<file path="config.mk">
export PLATFORM = sky130hd
export DESIGN_NAME = glyph_ram
export DESIGN_NICKNAME = d
export VERILOG_FILES = /design/src/font_pkg.sv /design/src/glyph_ram.sv
export SDC_FILE = /design/constraint.sdc
export NUM_CORES = 1
export LEC_CHECK = 0
export ABC_AREA = 1
export BUFFER_PORTS_ARGS = -buffer_cell sky130_fd_sc_hd__buf_2
export CORE_MARGIN = 8
export CORE_UTILIZATION = 45
export DETAILED_ROUTE_END_ITERATION = 12
export SLEW_MARGIN = 20
export SYNTH_ARGS = -nofsm -noshare
export SYNTH_HDL_FRONTEND = slang
export SYNTH_SLANG_ARGS = --single-unit
</file>
<file path="constraint.sdc">
create_clock -name clk -period 1.75 [get_ports clk]
set_clock_uncertainty 0.15 [all_clocks]
set_input_delay 0.2625 -clock clk [delete_from_list [all_inputs] [get_ports clk]]
set_output_delay 0.2625 -clock clk [all_outputs]
set_load 0.03 [all_outputs]
</file>
<file path="src/font_pkg.sv">
//////////////////////////////////////////////////
// one glyph size for the whole font, 24x24 pixels
// records with codes outside 32..127 are dropped
//////////////////////////////////////////////////
`default_nettype none

package font_pkg;

	// font geometry
	localparam int FIRST_CHAR    = 32;
	localparam int NUM_CHARS     = 96;
	localparam int GLYPH_ROWS    = 24;
	localparam int BYTES_PER_ROW = 3;
	localparam int GLYPH_BYTES   = GLYPH_ROWS * BYTES_PER_ROW;

	// screen cell size in pixels
	localparam int CELL_W = 24;
	localparam int CELL_H = 24;

	// stream markers
	localparam logic [7:0]  HEADER_MARKER = 8'h96;
	localparam logic [31:0] SYNC_WORD     = 32'h55aa0001;

	typedef logic [7:0]  byte_t;
	typedef logic [7:0]  char_code_t;
	typedef logic [6:0]  char_index_t;   // code - FIRST_CHAR
	typedef logic [12:0] glyph_addr_t;
	typedef logic [4:0]  width_t;        // 0..24 pixels

endpackage

`default_nettype wire

</file>
<file path="src/glyph_ram.sv">
//////////////////////////////////////////////////
// registered read, one cycle latency, no reset
// read of a word written the same cycle returns old data
//////////////////////////////////////////////////
`timescale 1ns/1ps
`default_nettype none

module glyph_ram #(
	parameter int  DEPTH  = 96,
	parameter type word_t = font_pkg::byte_t
) (
	input  wire                     clk,
	input  wire                     we,
	input  wire [$clog2(DEPTH)-1:0] waddr,
	input  word_t                   wdata,
	input  wire [$clog2(DEPTH)-1:0] raddr,
	output word_t                   rdata
);

	word_t mem [DEPTH];

	always_ff @(posedge clk) begin
		if (we)
			mem[waddr] <= wdata;
	end

	always_ff @(posedge clk) begin
		rdata <= mem[raddr];  // read-before-write
	end

endmodule

`default_nettype wire

</file>
==> results.json <==
{
  "outcome": "finished, final reports clean",
  "power.switching_w": 0.00901,
  "timing.final.crit_share": 0.984,
  "hold_path.startpoint": "wdata[0]",
  "leakagePower_nw": 13.6,
  "r2r_cells": 7,
  "ys_types": 21,
  "yosys_warnings": 0,
  "antenna_found_initial": 3,
  "rsz0062_at_grt": "true",
  "cp.arrival_ns": 1.31,
  "start_util": 0.453,
  "layout.nets": 2908,
  "cp.required_ns": 1.34,
  "syn_nets": 2698,
  "crit_family": "flip-flops",
  "rows": 97,
  "core_area_um2": 69900,
  "postLayoutCoreUtil": 0.534,
  "reg2reg_to": "rdata[0]$_DFF_P_",
  "clock_latency_ns": 0.63,
  "worstPathCellList": "buf_2",
  "grt_usage": 0.217,
  "worstReg2RegStart": "mem[78][0]$_DFFE_PP_",
  "cts_buffers": 80,
  "cts-root-buf": "clkbuf_16",
  "wire_per_inst_um": 22.3,
  "cts_tree": "yes",
  "place_congestion": 0.863,
  "synth_top_area_share": 0.728,
  "cp-endpoint": "rdata[4]",
  "synthCells": 2674,
  "clkTransAtPathRegs_ns": 0.06,
  "avgViaCountPerCell": 5.48,
  "syn_area_per_cell_um2": 11.8,
  "setup_viol": 0,
  "diodes": 0,
  "fmax_mhz": 581,
  "grt_pass1_vias": 20700,
  "max_slew_margin": 0.512,
  "crit_path_start_kind": "flip-flop",
  "crit_cells": 1,
  "grt.overflow.total": 0,
  "synth_area_leaders": "edfxtp_1 (73%), nand2_1 (10%), nand3_1 (8.1%)",
  "netlist_area_um2": 31700,
  "layout.cells.most_common": "nand2_1",
  "cts_buffer_depth": 3,
  "antenna_left": 0,
  "grt_pass1_wl_um": 131000,
  "path_buf_inv": 1,
  "die_area_um2": 79200,
  "synth_area_leader_cell": "edfxtp_1",
  "cp-end-kind": "primary output",
  "drt-total-wl_um": 86700,
  "p_seq_frac": 0.518,
  "path_class": "reg -> out",
  "ir_drop_mv": 1.06,
  "cts_num_sinks": 776,
  "syn2layout_area_growth_pct": 17.7,
  "maxSlewViolCount": 0,
  "power_density_nw_per_um2": 1070,
  "dr.pass1.iters": 5,
  "finalHoldViolations": 0,
  "fin_crit_ns": 1.72,
  "ys_seq_elements": 776,
  "critical-path-max-stage-delay_ns": 0.43,
  "power_w": 0.0397,
  "htree_levels": 3,
  "dieWidth_um": 281,
  "vias": 21300,
  "grt_start_max_net_pins": 74,
  "die_h_um": 281,
  "tightestPinTransition_ns": 0.732,
  "startpoint": "rdata[4]$_DFF_P_",
  "p_comb_frac": 0.071,
  "internal-power_w": 0.0307,
  "cp_slowest_cell": "dfxtp_1",
  "dp_hpwl_um": 54800,
  "io_pins": 32,
  "sw_frac_of_total": 0.227,
  "layout_common_cells": "nand2_1 (848), edfxtp_1 (768), nand3_1 (510)",
  "hold_class": "in -> reg",
  "yosysSeqAreaShare": 0.733,
  "crit_fanout": 1,
  "maxCapViolCount": 0,
  "clockPowerShare": 0.411,
  "cts_setup_buffers": 0,
  "rrSetupSlack_ns": 0.06,
  "drtIter0Drc": 2316,
  "layout-drive-gt1-share": 0.143,
  "io_buffers": 31,
  "drc": 0
}
-- per-layer routing --
layer	routed length [um]	track usage
met5	20	0
met4	2470	0.0715
met3	6620	0.0329
met2	40200	0.344
met1	37400	0.309
-- flip-flops by register name, summed over array words and instances (netlist names) --
register / cells
rdata: 8
mem: 768
-- metrics by stage --
stage	worst slack (ns)	instances	hold slack, ns	TNS [ns]	instance area, um^2
2_1_floorplan	0.0431	2674	0.211	0	31700
3_3_place_gp	-0.576	3736	0.487	-47.22	34700
3_5_place_dp	-0.592	3736	0.485	-55.35	34700
4_1_cts	0.00815	3884	0.00723	0	37300
5_1_grt	-0.0366	3884	0.0258	-0.0575	37300
6_report	0.0276	3884	0.0195	0	37300
-- area by class of cell --
class,instances,area [um^2]
inverter,24,109
sequential,776,23200
fill,5896,32600
clock inverter,43,368
timing repair buffer,294,2900
tap,940,1180
multi-input combinational,1708,7400
clock buffer,99,2110
-- power by group through the flow --
stage	Clock, W	Sequential [W]	Combinational [W]
4_1_cts	0.0166	0.0206	0.00281
3_3_place_gp	0	0.0210	0.00276
3_5_place_dp	0	0.0210	0.00279
6_report	0.0163	0.0206	0.00283
2_1_floorplan	0	0.0210	0.00135
5_1_grt	0.0172	0.0206	0.00305
-- worst register-to-register path, stage by stage (launching register included) --
cell and delay, ns:
edfxtp_1 0.35, o21ai_0 0.15, nor2_1 0.07, o31ai_1 0.27
buf_4 0.19, nand3_1 0.13, nand3_1 0.20, nand2_1 0.07
-- what timing repair did --
item                                   in CTS  in global routing
setup endpoints to repair                   7                  4
pin swaps                                   0                  1
endpoints found under the hold margin      60                  0
gates resized for setup                     8                  9
hold buffers                                6                  0
-- synth_stat cells, drive strengths merged --
library cell	instances
nor3	8
o211ai	8
buf	138
clkbuf	28
nor2	190
o21ai	56
edfxtp	768
inv	24
nand2	851
a21oi	48
o221ai	8
dfxtp	8
o31ai	24
nand3	515
-- cell families (layout without fill, tap and decap cells) --
group,count (synthesis),in the layout,share of synthesized area
AOI/OAI and AO/OA,144,144,0.0262
buffers and inverters,190,460,0.0349
DFF,776,776,0.733
and+or+nand+nor,1564,1564,0.206
-- worst min-delay path by stage --
stage | endpoint | depth (start not counted)
2_1_floorplan | mem[0][0]$_DFFE_PP_ | 0
3_3_place_gp | mem[68][7]$_DFFE_PP_ | 1
3_5_place_dp | mem[68][7]$_DFFE_PP_ | 1
4_1_cts | mem[52][0]$_DFFE_PP_ | 2
5_1_grt | mem[53][0]$_DFFE_PP_ | 2
6_report | mem[53][0]$_DFFE_PP_ | 2
Power figures use the tool's default switching activity.
