===== src/font_pkg.sv =====
//////////////////////////////////////////////////
// one glyph size for the whole font, 24x24 pixels
// records with codes outside 32..127 are dropped
//////////////////////////////////////////////////
`default_nettype none

package font_pkg;

	// font geometry
	localparam int FIRST_CHAR    = 32;
	localparam int NUM_CHARS     = 96;
	localparam int GLYPH_ROWS    = 24;
	localparam int BYTES_PER_ROW = 3;
	localparam int GLYPH_BYTES   = GLYPH_ROWS * BYTES_PER_ROW;

	// screen cell size in pixels
	localparam int CELL_W = 24;
	localparam int CELL_H = 24;

	// stream markers
	localparam logic [7:0]  HEADER_MARKER = 8'h96;
	localparam logic [31:0] SYNC_WORD     = 32'h55aa0001;

	typedef logic [7:0]  byte_t;
	typedef logic [7:0]  char_code_t;
	typedef logic [6:0]  char_index_t;   // code - FIRST_CHAR
	typedef logic [12:0] glyph_addr_t;
	typedef logic [4:0]  width_t;        // 0..24 pixels

endpackage

`default_nettype wire


===== src/text_layout.sv =====
//////////////////////////////////////////////////
// fixed three-line screen, all other cells are space
//////////////////////////////////////////////////
`timescale 1ns/1ps
`default_nettype none

module text_layout (
	input  wire [4:0]           col,
	input  wire [4:0]           row,
	output font_pkg::char_code_t code
);

	localparam logic [7:0]     SPACE = 8'd32;
	localparam logic [8*7-1:0] TITLE = "FONT:14";   // first char in top byte

	logic in_title;
	logic in_alpha;

	assign in_title = (col >= 5'd2) && (col <= 5'd8);
	assign in_alpha = (col >= 5'd2) && (col <= 5'd27);

	always_comb begin
		code = SPACE;
		case (row)
			5'd1: begin
				if (in_title)
					code = TITLE[(8 - int'(col)) * 8 +: 8];
			end
			5'd2: begin
				if (in_alpha)
					code = 8'("A") + 8'(col) - 8'd2;  // A..Z
			end
			5'd3: begin
				if (in_alpha)
					code = 8'("a") + 8'(col) - 8'd2;  // a..z
			end
			default: code = SPACE;
		endcase
	end

endmodule

`default_nettype wire


===== src/glyph_renderer.sv =====
//////////////////////////////////////////////////
// fixed 3-cycle latency, one pixel per cycle max
// cells past column/row 31 render as space
//////////////////////////////////////////////////
`timescale 1ns/1ps
`default_nettype none

module glyph_renderer #(
	parameter int X_W = 10,
	parameter int Y_W = 10
) (
	input  wire                     clk,
	input  wire                     rst,
	input  wire [X_W-1:0]           x,
	input  wire [Y_W-1:0]           y,
	input  wire                     pix_valid,
	input  wire                     decode_done,
	output font_pkg::glyph_addr_t   glyph_raddr,
	output font_pkg::char_index_t   width_raddr,
	input  font_pkg::byte_t         glyph_rdata,
	input  font_pkg::width_t        width_rdata,
	output logic                    txt,
	output logic                    txt_valid
);
	import font_pkg::*;

	logic [X_W-1:0] col_full;
	logic [Y_W-1:0] row_full;
	logic [4:0]     col;
	logic [4:0]     row;
	logic [4:0]     px;
	logic [4:0]     py;
	char_code_t     code;
	char_index_t    idx;
	logic [2:0]     bit_pos;

	// stage registers
	logic [2:0] bit_s1, bit_s2;
	logic [4:0] px_s1, px_s2;
	logic       vld_s1, vld_s2;

	//////////////////////////////////////////////////
	// coordinate to cell
	//////////////////////////////////////////////////
	assign col_full = X_W'(x / CELL_W);
	assign row_full = Y_W'(y / CELL_H);
	assign px       = 5'(x % CELL_W);
	assign py       = 5'(y % CELL_H);

	// clip to the layout grid, cell 31 is blank
	assign col = (col_full > 31) ? 5'd31 : 5'(col_full);
	assign row = (row_full > 31) ? 5'd31 : 5'(row_full);

	text_layout u_layout (
		.col  (col),
		.row  (row),
		.code (code)
	);

	assign idx     = char_index_t'(code - FIRST_CHAR);
	assign bit_pos = 3'd7 - px[2:0];   // msb is leftmost

	always_ff @(posedge clk) begin
		// stage 1 addresses
		glyph_raddr <= glyph_addr_t'(idx * GLYPH_BYTES + py * BYTES_PER_ROW + px / 8);
		width_raddr <= idx;
		bit_s1      <= bit_pos;
		px_s1       <= px;
		// stage 2 waits on ram
		bit_s2      <= bit_s1;
		px_s2       <= px_s1;
	end

	always_ff @(posedge clk) begin
		if (rst) begin
			vld_s1    <= 1'b0;
			vld_s2    <= 1'b0;
			txt_valid <= 1'b0;
			txt       <= 1'b0;
		end else begin
			vld_s1    <= pix_valid;
			vld_s2    <= vld_s1;
			txt_valid <= vld_s2;
			// stage 3 bit select with width clip
			txt       <= decode_done && (px_s2 < width_rdata) && glyph_rdata[bit_s2];
		end
	end

endmodule

`default_nettype wire


===== config.mk =====
export PLATFORM = sky130hd
export DESIGN_NAME = glyph_renderer
export DESIGN_NICKNAME = d
export VERILOG_FILES = /design/src/font_pkg.sv /design/src/text_layout.sv /design/src/glyph_renderer.sv
export SDC_FILE = /design/constraint.sdc
export NUM_CORES = 1
export LEC_CHECK = 0
export BUFFER_PORTS_ARGS = -buffer_cell sky130_fd_sc_hd__clkbuf_2
export CORE_MARGIN = 1.5
export CORE_UTILIZATION = 61
export DETAILED_ROUTE_END_ITERATION = 8
export PLACE_DENSITY = 0.82
export REMOVE_ABC_BUFFERS = 1
export SYNTH_ARGS = -nofsm -noshare
export SYNTH_HDL_FRONTEND = slang
export SYNTH_SLANG_ARGS = --single-unit

===== constraint.sdc =====
create_clock -name clk -period 20.8 [get_ports clk]
set_clock_uncertainty 0.2 [all_clocks]
set_input_delay 4.16 -clock clk [delete_from_list [all_inputs] [get_ports clk]]
set_output_delay 4.16 -clock clk [all_outputs]
set_load 0.05 [all_outputs]

==> impl_metrics.yaml <==
flow_run:
  maxCapViolCount: 0
floorplanning:
  die-width_um: 76.8
  die-area_sq_um: 5900
  num_rows: 26
  start_util_pct: 64.2
  coreArea_sq_um: 5170
  io_pins: 59
  die-height_um: 76.8
power_and_ir_drop:
  seqPwrFrac_pct: 33.9
  combinationalPowerShare_pct: 42.6
  power_switching_share_pct: 38.9
  powerDensity_nw_per_um2: 71.9
  peakVddDrop_uv: 63.4
  clock_power_share_pct: 23.6
  p_int_mw: 0.163
  switchingPower_mw: 0.104
  p_leak_nw: 1.77
synthesis:
  synth_flop_cell: "dfxtp_1"
  synth-edff-count: 0
  syn_area_per_cell_sq_um: 8.54
  yosysSeqAreaShare_pct: 24.1
  ys_ff_latch: 40
  async_flop_share_pct: 0
  synth_area_sq_um: 3320
  ys_warn_count: 0
  synthCells: 389
  synth_cell_type_count: 80
sta:
  fin_crit_ns: 10.76
  whs_ns: 0.130
  setup_viol: 0
  hold_violations: 0
  slew-limit-headroom_pct: 63.3
  grt_setup_unrepaired: "no"
  setup_tns_ns: 0
  min_period_over_period_pct: 51.7
  slew_violations: 0
  fmax_mhz: 92.9
  worstMarginPinSlew_ns: 0.545
grt:
  antenna_found_initial: 0
  grt_usage_pct: 23.4
  grt_pass1_vias: 2676
  grt_overflow: 0
  grt_max_degree: 25
  grt_pass1_wl_mm: 11.6
cts:
  cts_max_level: 2
  hold_buffers: 0
  clkLatencyLatePin_ns: 0.29
  clkTransAtPathRegs_ns: 0.08
  tritoncts: "done"
  cts_buffer_depth: 2
  clock_sinks: 40
  cts_root_buffer: "clkbuf_8"
  cts_buffers: 5
  cts_setup_buffers: 0
  cts_resized: 0
setup_path:
  critPathLaunchType: "input pin"
  crit_path_end_kind: "register"
  path_class: "input pin to register"
  path_max_fanout: 21
  required_ns: 20.78
  worstPathArrival_ns: 10.74
drt:
  num_vias: 2902
  postRouteAntennaNets: 0
  wl_met2_mm: 3.24
  drt_iter0_drc: 137
  wl_met1_mm: 3.13
  wire_per_inst_um: 13.2
  first_pass_iters: 4
  vias_per_cell: 5.74
  drc: 0
  topRoutingLayerUsed: "met4"
  route.met3.wl_um: 266
  wl_mm: 6.69
layout:
  final_net_count: 504
  area_growth_pct: 11.9
  multiInputGateArea_sq_um: 2280
  design_area_sq_um: 3710
  fin_cells: 506
  n_antenna_cell: 0
  nFillCells: 392
  final_cell_mix: "clkbuf_2, dfxtp_1, inv_1"
  seqCellArea_sq_um: 801
  mostFrequentLayoutCell: "clkbuf_2"
  drive_above_1_share_pct: 21.3
place:
  placed_cells: 498
  place_hpwl_mm: 5.22
  numPortBuffers: 58
  gp_congestion: 0.920
  placed_cell_area_sq_um: 3600
worst_hold_path:
  holdCritPathClass: "register to register"
status:
  outcome: "complete, no violations"
## per-layer routing
metal,vias up,track usage (%)
met5,-,0
met4,0,6.48
met3,4,2.86
met2,77,41.0
met1,1325,30.1
li1,1496,-
## synth_stat cells, types with 4 or more instances
library cell	n	area, sq um
dfxtp_1	40	801
inv_1	38	143
ha_1	27	338
nor2_1	27	101
o21ai_0	18	90.1
nand2_1	15	56.3
a21oi_1	14	70.1
xnor2_1	12	105
xor2_1	12	105
nand2b_1	11	68.8
nand3_1	11	55.1
nor2b_1	11	68.8
a21o_1	8	60.1
clkbuf_1	8	30.0
buf_2	7	35.0
nor3_1	6	30.0
a221oi_1	5	43.8
and2_1	5	31.3
fa_1	5	100
o21bai_1	5	37.5
o22ai_1	5	31.3
a211oi_1	4	30.0
mux2i_1	4	40.0
nor3b_1	4	30.0
or2_2	4	25.0
## power groups by stage
stage               sequential [mW]  clock, mW  combinational (mW)
floorplan                     0.119          0              0.0596
global placement             0.0921          0               0.111
detailed placement           0.0924          0               0.113
CTS                          0.0906     0.0643               0.113
global route                 0.0913     0.0679               0.125
finish                       0.0904     0.0629               0.114
## layout make-up
class                           instances  area share (%)
Multi-Input combinational cell        292            61.3
Sequential cell                        40            21.6
Timing Repair Buffer                   58            7.81
Inverter                               38            3.84
Tap cell                               70            2.36
Clock buffer                            5            1.85
Clock inverter                          3            1.25
## worst max-delay path, stage by stage
cell and delay, ns:
clkbuf_2 0.24, ha_1 0.41, or2b_1 0.25, and3_4 0.17, a211o_1 0.42, a2111oi_2 0.47, a32oi_2 0.20, inv_1 0.16
ha_1 0.20, inv_1 0.05, a2111o_1 0.33, nor2_1 0.26, a21oi_1 0.11, nor3_1 0.17, nand3b_1 0.17, nor2b_1 0.35
a31oi_1 0.20, fa_1 0.53, inv_1 0.04, ha_1 0.33, a21oi_1 0.23, o21bai_1 0.09, a21oi_1 0.22, nor2b_1 0.07
o21ai_0 0.45, o22a_1 0.24, a221oi_2 0.06, xor2_1 0.15
## sequential cells by signal (all words and copies together) (netlist names)
signal and flops:
px_s1 5, vld_s2 1, glyph_raddr 13, txt 1, width_raddr 7, bit_s1 3
px_s2 5, bit_s2 3, txt_valid 1, vld_s1 1
## path summary, 6_finish.rpt
kind              cells past startpoint  slack [ns]       from              end
hold reg to reg                       0        0.13   px_s1[2]         px_s2[2]
setup reg to reg                      4       19.08  bit_s2[0]              txt
setup / recovery                     28       10.04       x[9]  glyph_raddr[12]
hold / removal                        0        0.13   px_s1[2]         px_s2[2]
## cell families after synthesis
logic type | synth area share, %
flops | 24.1
simple gates | 21.6
buf+inv | 7.27
fa+ha+maj | 13.2
mux | 3.24
compound gates | 24.2
xor+xnor | 6.33
## metrics by stage
| stage | util (%) | total power [mW] | worst slack (ns) |
|---|---|---|---|
| after floorplan | - | 0.179 | 10.79 |
| after global placement | 69.6 | 0.203 | 10.05 |
| after detailed placement | 69.6 | 0.205 | 9.82 |
| after CTS | 71.8 | 0.268 | 10.12 |
| after global routing | 71.8 | 0.284 | 9.48 |
| final | 71.8 | 0.267 | 10.04 |
Note: power is estimated with default switching activity, not from simulation.
