==> config.mk <==
export PLATFORM = sky130hd
export DESIGN_NAME = font_stream_decoder
export DESIGN_NICKNAME = d
export VERILOG_FILES = /design/src/font_pkg.sv /design/src/font_stream_decoder.sv
export SDC_FILE = /design/constraint.sdc
export NUM_CORES = 1
export LEC_CHECK = 0
export BUFFER_PORTS_ARGS = -buffer_cell sky130_fd_sc_hd__buf_4
export CAP_MARGIN = 20
export CORE_UTILIZATION = 40
export CTS_CLUSTER_SIZE = 30
export DETAILED_ROUTE_END_ITERATION = 10
export PLACE_DENSITY = 0.62
export SLEW_MARGIN = 20
export SYNTH_ARGS = -nofsm -noshare
export SYNTH_HDL_FRONTEND = slang
export SYNTH_SLANG_ARGS = --single-unit
==> constraint.sdc <==
create_clock -name clk -period 2.48 [get_ports clk]
set_clock_uncertainty 0.05 [all_clocks]
set_input_delay 0.248 -clock clk [delete_from_list [all_inputs] [get_ports clk]]
set_output_delay 0.248 -clock clk [all_outputs]
set_load 0.01 [all_outputs]
==> src/font_pkg.sv <==
//////////////////////////////////////////////////
// one glyph size for the whole font, 24x24 pixels
// records with codes outside 32..127 are dropped
//////////////////////////////////////////////////
`default_nettype none

package font_pkg;

	// font geometry
	localparam int FIRST_CHAR    = 32;
	localparam int NUM_CHARS     = 96;
	localparam int GLYPH_ROWS    = 24;
	localparam int BYTES_PER_ROW = 3;
	localparam int GLYPH_BYTES   = GLYPH_ROWS * BYTES_PER_ROW;

	// screen cell size in pixels
	localparam int CELL_W = 24;
	localparam int CELL_H = 24;

	// stream markers
	localparam logic [7:0]  HEADER_MARKER = 8'h96;
	localparam logic [31:0] SYNC_WORD     = 32'h55aa0001;

	typedef logic [7:0]  byte_t;
	typedef logic [7:0]  char_code_t;
	typedef logic [6:0]  char_index_t;   // code - FIRST_CHAR
	typedef logic [12:0] glyph_addr_t;
	typedef logic [4:0]  width_t;        // 0..24 pixels

endpackage

`default_nettype wire

==> src/font_stream_decoder.sv <==
//////////////////////////////////////////////////
// no back-pressure, one byte per font_valid strobe
// bytes after decode_done are dropped until reset
//////////////////////////////////////////////////
`timescale 1ns/1ps
`default_nettype none

module font_stream_decoder (
	input  wire                     clk,
	input  wire                     rst,
	input  font_pkg::byte_t         font_byte,
	input  wire                     font_valid,
	output logic                    glyph_we,
	output font_pkg::glyph_addr_t   glyph_waddr,
	output font_pkg::byte_t         glyph_wdata,
	output logic                    width_we,
	output font_pkg::char_index_t   width_waddr,
	output font_pkg::width_t        width_wdata,
	output logic                    decode_done
);
	import font_pkg::*;

	typedef enum logic [1:0] {
		ST_FILE_HDR,
		ST_SYNC,
		ST_REC_HDR,
		ST_GLYPH
	} state_t;

	state_t      state;
	logic [6:0]  byte_cnt;     // position inside current field
	logic [6:0]  char_cnt;     // valid records written so far
	logic [31:0] sync_sr;
	logic [31:0] sync_next;
	logic        sync_hit;
	logic        byte_ok;
	logic        code_ok;
	char_index_t code_idx;
	width_t      width_q;
	logic        in_range;
	glyph_addr_t glyph_base;

	assign byte_ok   = font_valid && !decode_done;
	assign sync_next = {sync_sr[23:0], font_byte};
	assign sync_hit  = (sync_next == SYNC_WORD);
	assign code_ok   = (font_byte >= FIRST_CHAR) && (font_byte < FIRST_CHAR + NUM_CHARS);
	assign code_idx  = char_index_t'(font_byte - FIRST_CHAR);

	//////////////////////////////////////////////////
	// control
	//////////////////////////////////////////////////
	always_ff @(posedge clk) begin
		if (rst) begin
			state       <= ST_FILE_HDR;
			byte_cnt    <= '0;
			char_cnt    <= '0;
			decode_done <= 1'b0;
			glyph_we    <= 1'b0;
			width_we    <= 1'b0;
		end else begin
			glyph_we <= 1'b0;
			width_we <= 1'b0;
			if (byte_ok) begin
				case (state)
					ST_FILE_HDR: begin
						if (font_byte == HEADER_MARKER)
							state <= ST_SYNC;
					end
					ST_SYNC: begin
						if (sync_hit) begin
							state    <= ST_REC_HDR;
							byte_cnt <= '0;
						end
					end
					ST_REC_HDR: begin
						if (byte_cnt == 7'd1) begin  // code byte
							width_we <= code_ok;
							state    <= ST_GLYPH;
							byte_cnt <= '0;
						end else begin
							byte_cnt <= byte_cnt + 7'd1;
						end
					end
					ST_GLYPH: begin
						glyph_we <= in_range;
						if (byte_cnt == 7'(GLYPH_BYTES - 1)) begin
							state    <= ST_SYNC;
							byte_cnt <= '0;
							if (in_range) begin
								char_cnt <= char_cnt + 7'd1;
								if (char_cnt == 7'(NUM_CHARS - 1))
									decode_done <= 1'b1;
							end
						end else begin
							byte_cnt <= byte_cnt + 7'd1;
						end
					end
					default: state <= ST_FILE_HDR;
				endcase
			end
		end
	end

	//////////////////////////////////////////////////
	// datapath
	//////////////////////////////////////////////////
	always_ff @(posedge clk) begin
		if (state != ST_SYNC)
			sync_sr <= '0;      // fresh search after every record
		else if (byte_ok)
			sync_sr <= sync_next;

		if (byte_ok && state == ST_REC_HDR) begin
			if (byte_cnt == 7'd0) begin
				width_q <= width_t'(font_byte);
			end else begin
				in_range    <= code_ok;
				glyph_base  <= glyph_addr_t'(code_idx * GLYPH_BYTES);
				width_waddr <= code_idx;
				width_wdata <= width_q;
			end
		end

		if (byte_ok && state == ST_GLYPH) begin
			glyph_waddr <= glyph_base + glyph_addr_t'(byte_cnt);
			glyph_wdata <= font_byte;
		end
	end

endmodule

`default_nettype wire

==> reports/results.ini, run 1 <==
[status]
status = finished clean

[routing]
vias = 2652
dr.pass1.iters = 4
drt_iter0_markers = 72
routedWlPerCell_um = 14.2
drt-total-wl_um = 7650
via_per_inst = 4.94
drc = 0
ant_nets = 0

[synthesis]
yosys.area.top_type = edfxtp_1
ys_seq_elements = 89
synth_edf_count = 46
syn_inst = 350
ys_types = 46
yosys_warnings = 0
yosysTopAreaCellShare_pct = 34.5
ys.flop_type = edfxtp_1
synthArstFlopShare_pct = 0
synth_fp_nets = 385
avgSynthCellArea_um2 = 11.4
synth_area_leaders = edfxtp_1 34%, dfxtp_1 21%, ha_1 6.9%, nand2_1 5.1%, a21boi_0 4.7%
synth.most_common_cell = nand2_1
seq_area_frac_synth_pct = 56.0
synth.cell_area_um2 = 4010
synth_common_cells = 54 x nand2_1, 46 x edfxtp_1, 43 x dfxtp_1

[placed_design]
dp_cells = 521
hpwl_um = 5490
place_congestion = 0.781
place_area_um2 = 4510
portBuffers = 46

[clocking]
clk_pin_slew_ns = 0.10
cts_root_buf = clkbuf_8
cts-hold-fix-buffers = 0
clock_latency_ns = 0.36
cts_tree = built
clockBufferDepth = 2
ctsResizeCount = 0
cts_buffers = 9
post-cts-setup-buffer-count = 0
cts-htree-levels = 3
cts_sinks = 89

[final_layout]
syn_to_final_growth_pct = 18.2
design_area_um2 = 4730
drive_gt1_share_pct = 19.8
nets = 434
fin_cells = 537
fill_cells = 912
regArea_um2 = 2240
num_antenna_cells = 0
multi_input_area_um2 = 1630

[timing]
setup_viol = 0
tns_ns = 0
fin_crit_ns = 2.13
timing.fmax_mhz = 469
slew_headroom_pct = 29.1
final.hold.worst_slack_ns = 0.0741
rsz0062_at_grt = false
hold_violations = 0
slew_viol_final = 0
worst_pin_slew_ns = 1.06
post-route-period-util_pct = 85.9

[global_route]
grt_usage_pct = 16.1
overflow = 0
grt_max_degree = 27
grt_pass1_wl_um = 12500
antenna_found_initial = 0
grt_pass1_vias = 2621

[pwr]
power_leakage_nw = 1.74
vdd_drop_max_mv = 0.293
totalPowerFinal_mw = 2.75
p_per_area_nw_per_um2 = 582

[critical_path]
start_kind = flop
cp_max_fo = 7
path_class = reg -> reg
critPathBufInv = 1
cpPeakStageDelay_ns = 0.48
startpoint = byte_cnt[0]
rrSetupSlack_ns = 0.35
crit_end = state[0]
required_ns = 2.69
cp_cell_sequence = ha_1, inv_1, o41ai_4, nand2_2, a221oi_4, mux2_4
crit_path_top_delay_cell = dfxtp_1
path_depth = 6
cp_top_family = compound AO/OA/AOI/OAI gates
r2r.worst_path.cells = 6
cp.arrival_ns = 2.34
reg2reg_from = byte_cnt[0]
reg2reg_to = state[0]
worstSetupEndpointType = flop

[floorplan]
fp.dieW_um = 102
rows = 36
num_io_pins = 47
dieHeight_um = 102
design.core.area_um2 = 9730
die_area_um2 = 10400
start_util_pct = 41.2

[job]
drv_cap = 0

[hold_path]
hold_class = in -> reg

flip-flops by register name, indices dropped and copies added, names as in the netlist, 2 cells and up:
name / flops
char_cnt: 7
state: 2
sync_sr: 24
glyph_wdata: 8
width_wdata: 5
byte_cnt: 7
glyph_base: 7
glyph_waddr: 13
width_q: 5
width_waddr: 7
metrics by stage:
stage / setup slack (ns) / utilization, %
after floorplan: 0.188 / -
after global placement: 0.367 / 46.4
after detailed placement: 0.315 / 46.4
after CTS: 0.343 / 48.6
after global routing: 0.198 / 48.6
final: 0.349 / 48.6
cells in the final DEF (no fill, tap or decap), types with 8 or more instances in the layout:
cell type,count
edfxtp_1,46
nand2_1,54
dfxtp_1,43
nor2_1,20
a21oi_1,8
xor2_1,9
clkbuf_8,9
inv_1,20
a21boi_0,25
ha_1,22
xnor2_1,10
nand2b_1,9
buf_4,51
power breakdown:
group          internal (mW)  total, mW  leakage, nW  switching, mW
logic                 0.0501      0.125        0.878         0.0747
clock network          0.542       1.08        0.108          0.543
registers               1.54       1.54        0.758       0.000308
total                   2.14       2.75         1.74          0.618
layout make-up:
cell class                      instances  area share [%]
Clock buffer                           11            3.23
Tap cell                              133            3.52
Inverter                               20            1.59
Multi-Input combinational cell        227            34.4
Clock inverter                          5            1.40
Timing Repair Buffer                   52            8.51
Sequential cell                        89            47.4
cells by family after synthesis:
kind of cell	synth area share (%)
compound gates	9.65
xor+xnor	4.15
fa+ha+maj	7.87
buf+inv	3.50
flops	56.0
mux	1.62
simple gates	17.2
worst min-delay path by stage:
stage                       from              to  slack [ns]  depth (start not counted)
detailed placement    width_q[4]  width_wdata[4]        0.36                          0
global route        font_byte[3]  width_waddr[3]        0.05                          1
global placement      width_q[0]  width_wdata[0]        0.35                          0
CTS                 font_byte[3]  width_waddr[3]        0.06                          1
floorplan           font_byte[0]  glyph_wdata[0]        0.30                          0
finish              font_byte[3]  width_waddr[3]        0.07                          1
routing by layer:
layer	vias to the layer above	global-route usage [%]	share of wire (%)
met5	-	0	0
met4	0	4.95	0.94
met3	6	4.65	3.9
li1	1313	-	-
met1	1282	20.0	47
met2	51	27.1	49
No activity file was read; power rests on OpenSTA's default activity.
==> inputs of run 2 (changes only) <==
--- a/config.mk
+++ b/config.mk
@@ -7,10 +7,11 @@
 export LEC_CHECK = 0
 export BUFFER_PORTS_ARGS = -buffer_cell sky130_fd_sc_hd__buf_4
 export CAP_MARGIN = 20
-export CORE_UTILIZATION = 40
+export CORE_UTILIZATION = 58
 export CTS_CLUSTER_SIZE = 30
 export DETAILED_ROUTE_END_ITERATION = 10
-export PLACE_DENSITY = 0.62
+export HOLD_SLACK_MARGIN = 0.08
+export PLACE_DENSITY = 0.83
 export SLEW_MARGIN = 20
 export SYNTH_ARGS = -nofsm -noshare
 export SYNTH_HDL_FRONTEND = slang
==> run 2 against run 1 <==
Against the previous run: sequential cell count did not move; utilization increased by 23 points; routed wire length shrank 2.2%; non-clock buffer count grew 3; fmax down 9.0%; total power is 5.4% lower; die area decreased by 30%; final area down 1.6%; sequential power barely moved; highest routed layer unchanged.
==> reports/results.ini, run 2 (synthesis gave the netlist of run 1 again) <==
[status]
status = finished clean

[final_layout]
syn_to_final_growth_pct = 16.2
nets = 437
num_antenna_cells = 0
top_register = sync_sr
top_regs = sync_sr: 24 flops, glyph_waddr: 13 flops, glyph_wdata: 8 flops
drive_gt1_share_pct = 19.9
layout_common_cells = 54 x nand2_1, 51 x buf_4, 46 x edfxtp_1
fill_cells = 452
largest_reg_flops = 24
layout_commonest_cell = nand2_1

[pwr]
pwr-share-seq_pct = 59.3
netSwitchingPower_uw = 583
switching_share_pct = 22.4
p_per_area_nw_per_um2 = 560
power_leakage_nw = 1.74
vdd_drop_max_mv = 0.339
clock_power_share_pct = 35.7
power.internal_mw = 2.02
combPwrFrac_pct = 5.0

[critical_path]
cp_top_family = buffers and inverters
cp_max_fo = 7
required_ns = 2.54
crit_path_top_delay_cell = dlygate4sd3_1
path_class = in -> reg
cp_cell_sequence = dlygate4sd3_1, buf_4, inv_1, ha_1, ha_1, a21o_1, a21oi_2, nor2b_1, nor3_1, xor2_1
cpMostUsedCell = ha_1
critPathBufInv = 3
cp.arrival_ns = 2.40
start_kind = primary input
worstSetupEndpointType = flop
cpPeakStageDelay_ns = 0.54

[clocking]
clock_latency_ns = 0.35
cts-htree-levels = 3
cts_tree = built
clockBufferDepth = 2
cts_sinks = 89
cts_buffers = 9
clk_pin_slew_ns = 0.09
post-cts-setup-buffer-count = 0
cts_root_buf = clkbuf_8

[routing]
drt_iter0_markers = 98
via_per_inst = 5.53
vias = 2676
ant_nets = 0
dr.pass1.iters = 4
routedWlPerCell_um = 15.4
drt-total-wl_um = 7480
drc = 0

[floorplan]
die_area_um2 = 7240
fp.dieW_um = 85.1
num_io_pins = 47
design.core.area_um2 = 6490
start_util_pct = 61.7
rows = 29
dieHeight_um = 85.1

[timing]
timing.fmax_mhz = 427
final.hold.worst_slack_ns = 0.0949
fin_crit_ns = 2.34
tns_ns = 0
setup_viol = 0
rsz0062_at_grt = false
setup_slack_ns = 0.140
slew_headroom_pct = 26.8
worst_pin_slew_ns = 1.10
hold_violations = 0
slew_viol_final = 0
post-route-period-util_pct = 94.4

[placed_design]
place_ws_ns = 0.352
hpwl_um = 5350
place_congestion = 0.787
portBuffers = 46

[global_route]
grt_usage_pct = 22.1
grt_pass1_wl_um = 12200
antenna_found_initial = 0
grt_pass1_vias = 2628
overflow = 0
grt_max_degree = 27

[job]
drv_cap = 0

[hold_path]
hold_class = in -> reg

-- run 2: cell count changes in the layout (fill, tap and decap cells not counted), sizes merged --
cell,before,now
clkinv,0,4
dlygate4sd3,0,4
inv,23,21
buf,52,51
bufinv,1,0
clkbuf,11,10
-- run 2: path summary, 6_finish.rpt --
check / end / slack, ns / cells past startpoint / startpoint
worst min register to register: width_wdata[4] / 0.38 / 0 / width_q[4]
worst max register to register: state[0] / 0.38 / 5 / byte_cnt[3]
worst min-delay path: glyph_wdata[0] / 0.09 / 1 / font_byte[0]
worst max-delay path: glyph_base[12] / 0.14 / 10 / font_byte[5]
-- run 2: layout make-up --
type	count	area [um^2]	share of cell area, %
sequential	89	2240	48.2
multi-input combinational	227	1630	35.0
timing repair buffer	55	423	9.08
clock buffer	10	149	3.20
tap	77	96.3	2.07
inverter	20	75.1	1.61
clock inverter	6	40.0	0.860
-- run 2: stage by stage --
stage | cell area [um^2] | utilization, % | instances | power (mW)
floorplan | 4010 | - | 350 | 1.65
global placement | 4420 | 68.1 | 464 | 1.70
detailed placement | 4420 | 68.1 | 464 | 1.70
CTS | 4650 | 71.6 | 484 | 2.62
global route | 4660 | 71.7 | 484 | 2.69
finish | 4660 | 71.7 | 484 | 2.61
-- run 2: timing repair --
action                                  CTS  global route
hold endpoints to repair                  8             0
endpoints found under the setup margin    0             1
gates resized for setup                   0             1
hold buffers                              4             0
-- run 2: metal layers --
metal	global-route usage, %	vias to the layer above	part of all wire [%]
li1	-	1319	-
met1	26.9	1279	44
met2	36.6	61	49
met3	5.93	17	4.1
met4	10.8	0	2.6
met5	0	-	0
-- run 2: power by group through the flow --
| stage | logic (mW) | clock network (mW) | registers, mW |
|---|---|---|---|
| after CTS | 0.127 | 0.952 | 1.54 |
| after global placement | 0.117 | 0 | 1.58 |
| after global routing | 0.142 | 1.00 | 1.54 |
| final | 0.130 | 0.932 | 1.54 |
| after floorplan | 0.0741 | 0 | 1.58 |
| after detailed placement | 0.119 | 0 | 1.58 |
==> inputs of run 3 (changes only) <==
--- a/config.mk
+++ b/config.mk
@@ -7,7 +7,9 @@
 export LEC_CHECK = 0
 export BUFFER_PORTS_ARGS = -buffer_cell sky130_fd_sc_hd__buf_4
 export CAP_MARGIN = 20
-export CORE_UTILIZATION = 58
+export CELL_PAD_IN_SITES_DETAIL_PLACEMENT = 1
+export CELL_PAD_IN_SITES_GLOBAL_PLACEMENT = 1
+export CORE_UTILIZATION = 46
 export CTS_CLUSTER_SIZE = 30
 export DETAILED_ROUTE_END_ITERATION = 10
 export HOLD_SLACK_MARGIN = 0.08
==> run 3 against run 2 <==
Against the previous run: sequential cell count unchanged; sequential power about the same; critical path type unchanged; utilization decreased by 15 points; sequential share of layout area decreased by 0.63 points; non-clock buffer count increased by 1; highest routed layer unchanged; critical endpoint unchanged; die area increased by 25%; first-iteration DRC count decreased by 14%; fmax decreased by 0.74%; register-to-register slack got worse by 0.10 ns; final cell count increased by 6.0%; routed wire length increased by 22%; final area increased by 1.3%.
==> reports/results.ini, run 3 (synthesis gave the netlist of run 1 again) <==
[status]
status = finished clean

[clocking]
clock_latency_ns = 0.37
clockBufferDepth = 2
cts_buffers = 9
clk_pin_slew_ns = 0.10
cts-htree-levels = 3
cts_sinks = 89
post-cts-setup-buffer-count = 0
cts_tree = built
cts_root_buf = clkbuf_8

[floorplan]
fp.dieW_um = 95.3
die_area_um2 = 9080
dieHeight_um = 95.3
design.core.area_um2 = 8340
start_util_pct = 48.0
num_io_pins = 47
rows = 33

[critical_path]
cp_top_family = buffers and inverters
required_ns = 2.54
cp_max_fo = 7
cpMostUsedCell = ha_1
crit_path_top_delay_cell = dlygate4sd3_1
cpPeakStageDelay_ns = 0.53
path_class = in -> reg
worstSetupEndpointType = flop
cp_cell_sequence = dlygate4sd3_1, buf_4, xnor2_1, ha_1, ha_1, a21oi_2, nor2b_1, nor3_1, xor2_1
critPathBufInv = 2
cp.arrival_ns = 2.41
start_kind = primary input

[routing]
drc = 0
via_per_inst = 5.32
drt-total-wl_um = 9110
drt_iter0_markers = 84
vias = 2730
routedWlPerCell_um = 17.8
dr.pass1.iters = 4
ant_nets = 0

[final_layout]
largest_reg_flops = 24
syn_to_final_growth_pct = 17.8
nets = 438
top_regs = sync_sr: 24 flops, glyph_waddr: 13 flops, glyph_wdata: 8 flops
num_antenna_cells = 0
layout_common_cells = 54 x nand2_1, 50 x buf_4, 46 x edfxtp_1
layout_commonest_cell = nand2_1
fin_cells = 513
drive_gt1_share_pct = 19.9
design_area_um2 = 4720
top_register = sync_sr

[timing]
fin_crit_ns = 2.36
hold_violations = 0
rsz0062_at_grt = false
post-route-period-util_pct = 95.1
timing.fmax_mhz = 424
slew_headroom_pct = 55.8
setup_viol = 0
worst_pin_slew_ns = 0.661
slew_viol_final = 0
tns_ns = 0

[job]
drv_cap = 0

[global_route]
grt_usage_pct = 21.9
grt_pass1_vias = 2869
grt_max_degree = 27
grt_pass1_wl_um = 14500
overflow = 0
antenna_found_initial = 0

[placed_design]
place_area_um2 = 4470
place_congestion = 0.771
portBuffers = 46
dp_cells = 492
hpwl_um = 6620

[hold_path]
hold_class = in -> reg

[pwr]
power_leakage_nw = 1.75
vdd_drop_max_mv = 0.372
p_per_area_nw_per_um2 = 558

-- run 3: changes by cell type in the layout (fill, tap and decap cells not counted) --
cell and delta:
inv_6 +2, inv_4 +1, a21oi_4 +1, clkinvlp_4 -1
clkinv_4 +1, inv_8 +1, buf_4 -1, buf_12 +1
clkbuf_16 -1, a21oi_2 -1, dlygate4sd3_1 +1, clkinv_2 -3
-- run 3: final cells by class --
type / count / area [um^2]
Clock buffer: 9 / 124
Multi-Input combinational cell: 227 / 1640
Inverter: 20 / 75.1
Fill cell: 904 / 3620
Clock inverter: 7 / 61.3
Sequential cell: 89 / 2240
Timing Repair Buffer: 56 / 445
Tap cell: 105 / 131
-- run 3: path summary, 6_finish.rpt --
path	startpoint	endpoint	slack, ns	cells after the start
max	font_byte[5]	glyph_base[12]	0.12	9
min	font_byte[1]	glyph_wdata[1]	0.08	1
max reg2reg	byte_cnt[3]	width_q[1]	0.28	4
min reg2reg	width_q[1]	width_wdata[1]	0.38	0
-- run 3: timing repair --
| action | 4_1_cts | 5_1_grt |
|---|---|---|
| resized for setup | 0 | 1 |
| endpoints found under the setup margin | 0 | 1 |
| hold buffers | 5 | 0 |
| hold endpoints to repair | 8 | 0 |
-- run 3: metrics by stage --
stage                     utilization [%]  power, mW  hold WS [ns]  worst slack [ns]
after floorplan                         -       1.65         0.297             0.188
after global placement               53.6       1.70         0.352             0.376
after detailed placement             53.6       1.71         0.356             0.227
after CTS                            56.4       2.65        0.0818            0.0569
after global routing                 56.6       2.71        0.0873            0.0550
final                                56.6       2.63        0.0848             0.122
-- run 3: layer usage --
layer / share of wire [%] / track usage, % / up-vias
li1: - / - / 1327
met1: 41 / 24.9 / 1331
met2: 53 / 39.0 / 51
met3: 3.1 / 4.47 / 21
met4: 2.9 / 9.97 / 0
met5: 0 / 0 / -
-- run 3: power by group --
group / total [mW] / switching (mW) / internal, mW
clock network: 0.952 / 0.566 / 0.386
logic: 0.135 / 0.0797 / 0.0555
registers: 1.54 / 0.000332 / 1.54
-- run 3: worst reg2reg max path: cells and delay by family, from the launching register on --
| kind | cells | cell delay, ns |
|---|---|---|
| simple gates | 4 | 1.44 |
| flops | 1 | 0.36 |
